<file path="src/hw/aggre_pkg.sv">
`default_nettype none

package aggre_pkg;

   localparam int NUM_PIPES   = 8;
   localparam int PIX_W       = 16;
   localparam int STORE_DEPTH = 32;
   localparam int LINE_CNT_W  = 3;
   localparam int STORE_PTR_W = $clog2(STORE_DEPTH);

   typedef logic [2:0]              pipe_id_t;
   typedef logic [PIX_W-1:0]        pix_t;
   typedef logic [NUM_PIPES-1:0]    pipe_mask_t;
   typedef logic [1:0]              aggre_mode_t;
   typedef logic [LINE_CNT_W-1:0]   line_cnt_t;
   typedef logic [STORE_PTR_W-1:0]  store_ptr_t;
   typedef logic [STORE_PTR_W:0]    store_cnt_t;

   // aggregation method 2
   localparam aggre_mode_t AGGRE_M2 = 2'd3;

   typedef enum logic [2:0] {
      SCH_IDLE,
      SCH_ORDER,
      SCH_WAIT_ACK,
      SCH_CLEAR_STATE,
      SCH_WAIT_LINE_END
   } sch_state_t;

   typedef struct packed {
      logic     valid;
      pix_t     data;
      logic     last;
   } pix_in_t;

   typedef struct packed {
      logic     valid;
      pix_t     data;
      logic     last;
   } bus_word_t;

   // pipe reply to the scheduler
   typedef struct packed {
      logic     ready;
      logic     ack;
      logic     line_end;
   } pipe_status_t;

   typedef struct packed {
      logic     valid;
      pipe_id_t pipe_id;
      pix_t     data;
      logic     last;
   } agg_out_t;

endpackage

`default_nettype wire

</file>
<file path="src/hw/aggre_out_stage.sv">
`default_nettype none

module aggre_out_stage (
   input  logic                   aggre_clk,
   input  logic                   aggre_clk_rst_n,
   input  aggre_pkg::bus_word_t   bus_in [aggre_pkg::NUM_PIPES],
   output aggre_pkg::agg_out_t    agg_out
);

   aggre_pkg::bus_word_t   bus_or;
   aggre_pkg::pipe_id_t    bus_id;
   aggre_pkg::pipe_mask_t  drive_mask;
   logic                   out_valid;
   aggre_pkg::pipe_id_t    out_id;
   aggre_pkg::pix_t        out_data;
   logic                   out_last;

   // idle pipes drive zeros, so a plain OR merges the bus
   always_comb begin
      bus_or = '0;
      bus_id = '0;
      for (int i = 0; i < aggre_pkg::NUM_PIPES; i++) begin
         bus_or        = bus_or | bus_in[i];
         drive_mask[i] = bus_in[i].valid;
         if (bus_in[i].valid) begin
            bus_id = aggre_pkg::pipe_id_t'(i);
         end
      end
   end

   always_ff @(posedge aggre_clk or negedge aggre_clk_rst_n) begin
      if (!aggre_clk_rst_n) begin
         out_valid <= 1'b0;
      end else begin
         out_valid <= bus_or.valid;
      end
   end

   always_ff @(posedge aggre_clk) begin
      out_id   <= bus_id;
      out_data <= bus_or.data;
      out_last <= bus_or.last;
   end

   assign agg_out.valid   = out_valid;
   assign agg_out.pipe_id = out_id;
   assign agg_out.data    = out_data;
   assign agg_out.last    = out_valid && out_last;

   a_single_driver: assert property (
      @(posedge aggre_clk) disable iff (!aggre_clk_rst_n)
      $onehot0(drive_mask)
   ) else $error("aggre_out_stage: several pipes drive the bus");

endmodule

`default_nettype wire

</file>
<file path="src/hw/pipe_aggregator.sv">
`default_nettype none

module pipe_aggregator (
   input  logic                     aggre_clk,
   input  logic                     aggre_clk_rst_n,
   input  aggre_pkg::aggre_mode_t   aggre_mode,
   input  aggre_pkg::pipe_mask_t    pipe_enable,
   input  aggre_pkg::pix_in_t       pix_in [aggre_pkg::NUM_PIPES],
   output aggre_pkg::agg_out_t      agg_out
);

   aggre_pkg::pipe_status_t  pipe_status [aggre_pkg::NUM_PIPES];
   aggre_pkg::bus_word_t     pipe_bus    [aggre_pkg::NUM_PIPES];
   aggre_pkg::pipe_mask_t    grant;

   // eight peer pipes on one shared bus
   for (genvar i = 0; i < aggre_pkg::NUM_PIPES; i++) begin : g_pipe
      video_pipe u_video_pipe (
         .aggre_clk       (aggre_clk),
         .aggre_clk_rst_n (aggre_clk_rst_n),
         .enable          (pipe_enable[i]),
         .pix_in          (pix_in[i]),
         .grant           (grant[i]),
         .status          (pipe_status[i]),
         .bus_out         (pipe_bus[i])
      );
   end

   pipe_line_scheduler u_scheduler (
      .aggre_clk       (aggre_clk),
      .aggre_clk_rst_n (aggre_clk_rst_n),
      .aggre_mode      (aggre_mode),
      .status          (pipe_status),
      .grant           (grant)
   );

   aggre_out_stage u_out_stage (
      .aggre_clk       (aggre_clk),
      .aggre_clk_rst_n (aggre_clk_rst_n),
      .bus_in          (pipe_bus),
      .agg_out         (agg_out)
   );

endmodule

`default_nettype wire

</file>
<file path="src/hw/pipe_line_scheduler.sv">
`default_nettype none

module pipe_line_scheduler (
   input  logic                     aggre_clk,
   input  logic                     aggre_clk_rst_n,
   input  aggre_pkg::aggre_mode_t   aggre_mode,
   input  aggre_pkg::pipe_status_t  status [aggre_pkg::NUM_PIPES],
   output aggre_pkg::pipe_mask_t    grant
);

   aggre_pkg::sch_state_t  state;
   aggre_pkg::sch_state_t  state_ns;
   aggre_pkg::pipe_mask_t  ready_mask;
   aggre_pkg::pipe_mask_t  pick_mask;
   aggre_pkg::pipe_mask_t  ack_mask;
   aggre_pkg::pipe_mask_t  line_end_mask;

   always_comb begin
      for (int i = 0; i < aggre_pkg::NUM_PIPES; i++) begin
         ready_mask[i]    = status[i].ready && (aggre_mode == aggre_pkg::AGGRE_M2);
         ack_mask[i]      = status[i].ack;
         line_end_mask[i] = status[i].line_end;
      end
   end

   // lowest index wins
   assign pick_mask = ready_mask & (~ready_mask + 1'b1);

   always_comb begin
      state_ns = state;
      case (state)
         aggre_pkg::SCH_IDLE: begin
            if (|pick_mask) begin
               state_ns = aggre_pkg::SCH_ORDER;
            end
         end
         aggre_pkg::SCH_ORDER: begin
            state_ns = aggre_pkg::SCH_WAIT_ACK;
         end
         aggre_pkg::SCH_WAIT_ACK: begin
            if (|ack_mask) begin
               state_ns = aggre_pkg::SCH_CLEAR_STATE;
            end
         end
         aggre_pkg::SCH_CLEAR_STATE: begin
            // a one-word line already ends here
            if (|line_end_mask) begin
               state_ns = aggre_pkg::SCH_IDLE;
            end else begin
               state_ns = aggre_pkg::SCH_WAIT_LINE_END;
            end
         end
         aggre_pkg::SCH_WAIT_LINE_END: begin
            if (|line_end_mask) begin
               state_ns = aggre_pkg::SCH_IDLE;
            end
         end
         default: begin
            state_ns = aggre_pkg::SCH_IDLE;
         end
      endcase
   end

   always_ff @(posedge aggre_clk or negedge aggre_clk_rst_n) begin
      if (!aggre_clk_rst_n) begin
         state <= aggre_pkg::SCH_IDLE;
         grant <= '0;
      end else begin
         state <= state_ns;
         if ((state == aggre_pkg::SCH_IDLE) && (state_ns == aggre_pkg::SCH_ORDER)) begin
            grant <= pick_mask;
         end else if (state_ns == aggre_pkg::SCH_CLEAR_STATE) begin
            grant <= grant & ~ack_mask;
         end
      end
   end

   a_grant_onehot: assert property (
      @(posedge aggre_clk) disable iff (!aggre_clk_rst_n)
      $onehot0(grant)
   ) else $error("pipe_line_scheduler: more than one grant");

   a_ack_from_granted: assert property (
      @(posedge aggre_clk) disable iff (!aggre_clk_rst_n)
      (|ack_mask) |-> ((ack_mask & ~grant) == '0)
   ) else $error("pipe_line_scheduler: ack from a pipe without grant");

endmodule

`default_nettype wire

</file>
<file path="src/hw/video_pipe.sv">
`default_nettype none

module video_pipe (
   input  logic                     aggre_clk,
   input  logic                     aggre_clk_rst_n,
   input  logic                     enable,
   input  aggre_pkg::pix_in_t       pix_in,
   input  logic                     grant,
   output aggre_pkg::pipe_status_t  status,
   output aggre_pkg::bus_word_t     bus_out
);

   // line store holds one data word and its end-of-line flag per entry
   aggre_pkg::pix_t        store_data [aggre_pkg::STORE_DEPTH];
   logic                   store_last [aggre_pkg::STORE_DEPTH];

   aggre_pkg::store_ptr_t  wr_ptr;
   aggre_pkg::store_ptr_t  rd_ptr;
   aggre_pkg::store_cnt_t  word_cnt;
   aggre_pkg::line_cnt_t   line_cnt;
   logic                   full;
   logic                   wr_en;
   logic                   rd_en;
   logic                   rd_last;
   logic                   grant_d;
   logic                   ack;
   logic                   sending;

   assign full    = (word_cnt == aggre_pkg::store_cnt_t'(aggre_pkg::STORE_DEPTH));
   assign wr_en   = pix_in.valid && !full;
   assign rd_en   = sending;
   assign rd_last = store_last[rd_ptr];

   always_ff @(posedge aggre_clk) begin
      if (wr_en) begin
         store_data[wr_ptr] <= pix_in.data;
         store_last[wr_ptr] <= pix_in.last;
      end
   end

   // pointers wrap on their own since the depth is a power of two
   always_ff @(posedge aggre_clk or negedge aggre_clk_rst_n) begin
      if (!aggre_clk_rst_n) begin
         wr_ptr   <= '0;
         rd_ptr   <= '0;
         word_cnt <= '0;
      end else begin
         if (wr_en) begin
            wr_ptr <= wr_ptr + 1'b1;
         end
         if (rd_en) begin
            rd_ptr <= rd_ptr + 1'b1;
         end
         case ({wr_en, rd_en})
            2'b10:   word_cnt <= word_cnt + 1'b1;
            2'b01:   word_cnt <= word_cnt - 1'b1;
            default: word_cnt <= word_cnt;
         endcase
      end
   end

   // complete lines held in the store
   always_ff @(posedge aggre_clk or negedge aggre_clk_rst_n) begin
      if (!aggre_clk_rst_n) begin
         line_cnt <= '0;
      end else begin
         case ({wr_en && pix_in.last, rd_en && rd_last})
            2'b10:   line_cnt <= line_cnt + 1'b1;
            2'b01:   line_cnt <= line_cnt - 1'b1;
            default: line_cnt <= line_cnt;
         endcase
      end
   end

   // ack one cycle after a new grant and stream from the cycle after ack
   always_ff @(posedge aggre_clk or negedge aggre_clk_rst_n) begin
      if (!aggre_clk_rst_n) begin
         grant_d <= 1'b0;
         ack     <= 1'b0;
         sending <= 1'b0;
      end else begin
         grant_d <= grant;
         ack     <= grant && !grant_d;
         if (rd_en && rd_last) begin
            sending <= 1'b0;
         end else if (ack) begin
            sending <= 1'b1;
         end
      end
   end

   assign status.ready    = enable && (line_cnt != '0);
   assign status.ack      = ack;
   assign status.line_end = rd_en && rd_last;

   // idle pipes drive zeros so the bus can be ORed
   assign bus_out.valid = sending;
   assign bus_out.data  = sending ? store_data[rd_ptr] : '0;
   assign bus_out.last  = sending && rd_last;

   a_no_write_when_full: assert property (
      @(posedge aggre_clk) disable iff (!aggre_clk_rst_n)
      pix_in.valid |-> !full
   ) else $error("video_pipe: input word dropped, line store full");

   a_grant_needs_line: assert property (
      @(posedge aggre_clk) disable iff (!aggre_clk_rst_n)
      grant |-> (line_cnt != '0)
   ) else $error("video_pipe: granted without a complete line");

endmodule

`default_nettype wire

</file>
<file path="config.mk">
export PLATFORM = sky130hd
export DESIGN_NAME = pipe_aggregator
export DESIGN_NICKNAME = d
export VERILOG_FILES = /design/src/hw/aggre_pkg.sv /design/src/hw/aggre_out_stage.sv /design/src/hw/pipe_aggregator.sv /design/src/hw/pipe_line_scheduler.sv /design/src/hw/video_pipe.sv
export SDC_FILE = /design/constraint.sdc
export NUM_CORES = 2
export LEC_CHECK = 0
export ABC_CLOCK_PERIOD_IN_PS = 7900
export BUFFER_PORTS_ARGS = -buffer_cell sky130_fd_sc_hd__buf_2
export CAP_MARGIN = 20
export CELL_PAD_IN_SITES_DETAIL_PLACEMENT = 1
export CELL_PAD_IN_SITES_GLOBAL_PLACEMENT = 2
export CORE_ASPECT_RATIO = 1.75
export CORE_MARGIN = 2
export CORE_UTILIZATION = 38
export CTS_CLUSTER_DIAMETER = 100
export DETAILED_ROUTE_END_ITERATION = 8
export GPL_TIMING_DRIVEN = 0
export PLACE_DENSITY_LB_ADDON = 0.1
export SLEW_MARGIN = 25
export SYNTH_ARGS = -nofsm -noshare
export SYNTH_HDL_FRONTEND = slang
export SYNTH_HIERARCHICAL = 1
export SYNTH_MEMORY_MAX_BITS = 65536
export SYNTH_SLANG_ARGS = --single-unit
</file>
<file path="constraint.sdc">
create_clock -name aggre_clk -period 7.9 [get_ports aggre_clk]
set_clock_uncertainty 0.2 [all_clocks]
set_input_delay 1.975 -clock aggre_clk [delete_from_list [all_inputs] [get_ports aggre_clk]]
set_output_delay 1.975 -clock aggre_clk [all_outputs]
set_load 0.01 [all_outputs]
</file>
==> metrics.md <==
| Metric | Value |
|---|---|
| Final nets | `9555` |
| # hold bufs at CTS | `0` |
| Via count | `87650` |
| Worst setup path class | `flop to flop` |
| Die X | `520.9 µm` |
| TritonCTS Buffers | `431` |
| Worst hold path class | `flop to flop` |
| Tcrit/Tclk final | `63.44%` |
| Clock Path Buffers | `4` |
| Finish-stage setup viols | `0` |
| Worst-skew pair later-pin latency | `1.01 ns` |
| Area grow syn2layout | `15.58%` |
| Initial antenna violation count | `47` |
| Synthesized flop and latch total | `4560` |
| Util after Layout | `44.02%` |
| Syn_nets | `8813` |
| Post-synthesis sequential area ratio | `76.43%` |
| Resized cells post-CTS | `0` |
| Ranking of synthesized cells by area | `edfxtp_1 (74%), mux4_2 (10%), mux2i_1 (3.1%)` |
| Fin crit period | `5.012 ns` |
| Share of the synthesized area in the top cell type | `73.56%` |
| Share of layout cells above drive strength 1 | `25.55%` |
| Residual DRC | `0` |
| Initial Util | `38.09%` |
| Overall power | `76.30 mW` |
| Fillers | `42900` |
| Post-route insts no fill | `15900` |
| Worst Setup Start Kind | `flop` |
| Post-synth EDFFs | `4352` |
| Reg clk slew, reported paths | `0.07 ns` |
| Worst Hold Depth | `0` |
| Pins Over Slew Limit | `0` |
| Worst Hold Slack | `0.1882 ns` |
| Most numerous cell in the Yosys netlist | `edfxtp_1` |
| Core Rows | `332` |
| Mapped cell area | `0.1777 mm²` |
| Post-synth top area cell | `edfxtp_1` |
| Max-Cap Viols | `0` |
| Routed Antenna Nets | `0` |
| Worst slew pin tran | `1.193 ns` |
| Synthesized instance count | `8577` |
| WL final | `535.9 mm` |
| Core ar. | `0.4665 mm²` |
| Placer Congestion | `0.8282` |
| Fmax achieved | `0.1995 GHz` |
| Routed WL per cell | `33.70 µm` |
| Reg2Reg Depth | `9` |
| Ys Warns | `6` |
| Synth cell count leaders | `edfxtp_1 (4352), mux4_2 (814), mux2i_1 (546)` |
| Placed cell count | `15070` |
| Port bufs | `176` |
| Critical Path Fanout Max | `10` |
| I/O pin cnt | `177` |
| Postcts setup bufs | `0` |
| Highest Signal Layer | `met5` |
| Root buffer cell | `clkbuf_16` |
| TritonCTS clock tree | `yes` |
| Die H | `908.5 µm` |
| Unrepaired setup endpoints after global routing | `no` |
| Met1 wire length | `196.8 mm` |
| DR WL met3 | `17.23 mm` |
| CP Capture Type | `flop` |
| Full die area | `0.4732 mm²` |
| Total GRT Usage | `22.50%` |
| Asr flop ratio synth | `4.123%` |
| Synth Flop Type | `edfxtp_1` |
| VDD IR max | `244.2 µV` |
| Outcome | `completed` |
| Overflow after GRT | `0` |
| Drt via density | `5.512` |
| DP Wirelength | `370.7 mm` |
| H-tree depth | `5` |
| CP required | `8.49 ns` |
| Fin. Hold Viols | `0` |
| Pwr dens | `371.6 mW/mm²` |
| Clk sinks | `4560` |
| Largest net degree at the start of global routing | `71` |
| Mapped Avg Cell Area | `20.71 µm²` |
| Crit path DAT | `5.60 ns` |
| Worst slew margin | `20.25%` |
| P_leak | `65.20 nW` |
| Count of cell types in the netlist | `66` |
| Iter 0 DRT Violations | `5893` |
| Met2 wire len | `300.3 mm` |
| TritonRoute pass-1 iters | `8` |
| First-pass GRT wire length | `751.7 mm` |
| Number of global-route vias before repair | `95560` |
-- critical path, stage by stage (launching register included) --
cell	delay [ns]
dfrtp_1	0.36
buf_2	0.16
buf_2	0.24
nand3b_1	0.53
clkbuf_1	0.55
o22ai_1	0.28
a2111oi_1	0.96
nor3_1	0.28
nor4_2	0.86
nand2_1	0.35
-- metal layers --
metal / track usage (%) / up-vias
li1: - / 37320
met1: 25.51 / 47910
met2: 43.31 / 1723
met3: 2.437 / 680
met4: 7.784 / 24
met5: 0 / -
-- state kept, by name, indices dropped and copies added (netlist names), 3 cells and up --
signal	flops
g_pipe.u_video_pipe/ack	8
u_out_stage/out_id	3
u_scheduler/state	3
u_scheduler/grant	8
g_pipe.u_video_pipe/grant_d	8
g_pipe.u_video_pipe/line_cnt	24
u_out_stage/out_data	16
g_pipe.u_video_pipe/word_cnt	48
g_pipe.u_video_pipe/rd_ptr	40
g_pipe.u_video_pipe/store_data	4096
g_pipe.u_video_pipe/wr_ptr	40
g_pipe.u_video_pipe/rd_en	8
g_pipe.u_video_pipe/store_last	256
-- power by group --
part | switching [mW] | internal [mW]
combinational | 16.5 | 9.13
sequential | 0.848 | 28.5
clock | 9.30 | 12.1
total | 26.6 | 49.7
-- logic make-up after synthesis --
logic type	synth area share, %
multiplexers	13.53
buffers and inverters	1.844
AO/OA/AOI/OAI	4.618
adder cells (fa/ha/maj)	0.5972
XOR/XNOR	0.7542
AND/OR/NAND/NOR	2.230
flip-flops	76.43
-- layout by cell type (no fill, tap or decap), types with 91 or more instances in the layout --
master and n:
dfrtp_1 188, a22oi_1 109, nor2_4 216, a211oi_1 91, mux4_2 814, o22ai_1 133, a22o_1 163, o221ai_1 123
buf_2 274, nand2_1 122, a21oi_1 126, edfxtp_1 4352, clkbuf_16 437, clkbuf_1 317, mux2i_1 546, buf_6 110
-- layout make-up --
class                           count  area (µm²)  share of cell area [%]
Antenna cell                       27       67.56                 0.03290
Buffer                            498        2945                   1.434
Clock buffer                      573       11820                   5.755
Clock inverter                    238        2596                   1.264
Inverter                           89       334.1                  0.1627
Multi-Input combinational cell   3430       40900                   19.92
Sequential cell                  4560      135800                   66.13
Tap cell                         6179        7731                   3.765
Timing Repair Buffer              309        3154                   1.536
-- final timing paths --
path,from,slack (ns),endpoint
setup / recovery,g_pipe[1].u_video_pipe/rd_ptr[2],2.89,u_out_stage/out_data[8]
hold / removal,u_scheduler/grant[6],0.19,g_pipe[6].u_video_pipe/grant_d
setup reg to reg,g_pipe[1].u_video_pipe/rd_ptr[2],2.89,u_out_stage/out_data[8]
hold reg to reg,u_scheduler/grant[6],0.19,g_pipe[6].u_video_pipe/grant_d
max in group asynchronous,aggre_clk_rst_n,5.82,g_pipe[4].u_video_pipe/word_cnt[0]
min in group asynchronous,aggre_clk_rst_n,0.70,g_pipe[2].u_video_pipe/word_cnt[0]
-- through the flow --
step,setup TNS (ns),setup slack [ns],instance area [µm²]
floorplan,0,3.773,177700
global placement,-139.82,-0.9397,186300
detailed placement,0,2.481,190800
CTS,0,2.981,205300
global route,0,2.809,205300
finish,0,2.888,205300
Note: power is estimated with default switching activity, not from simulation.
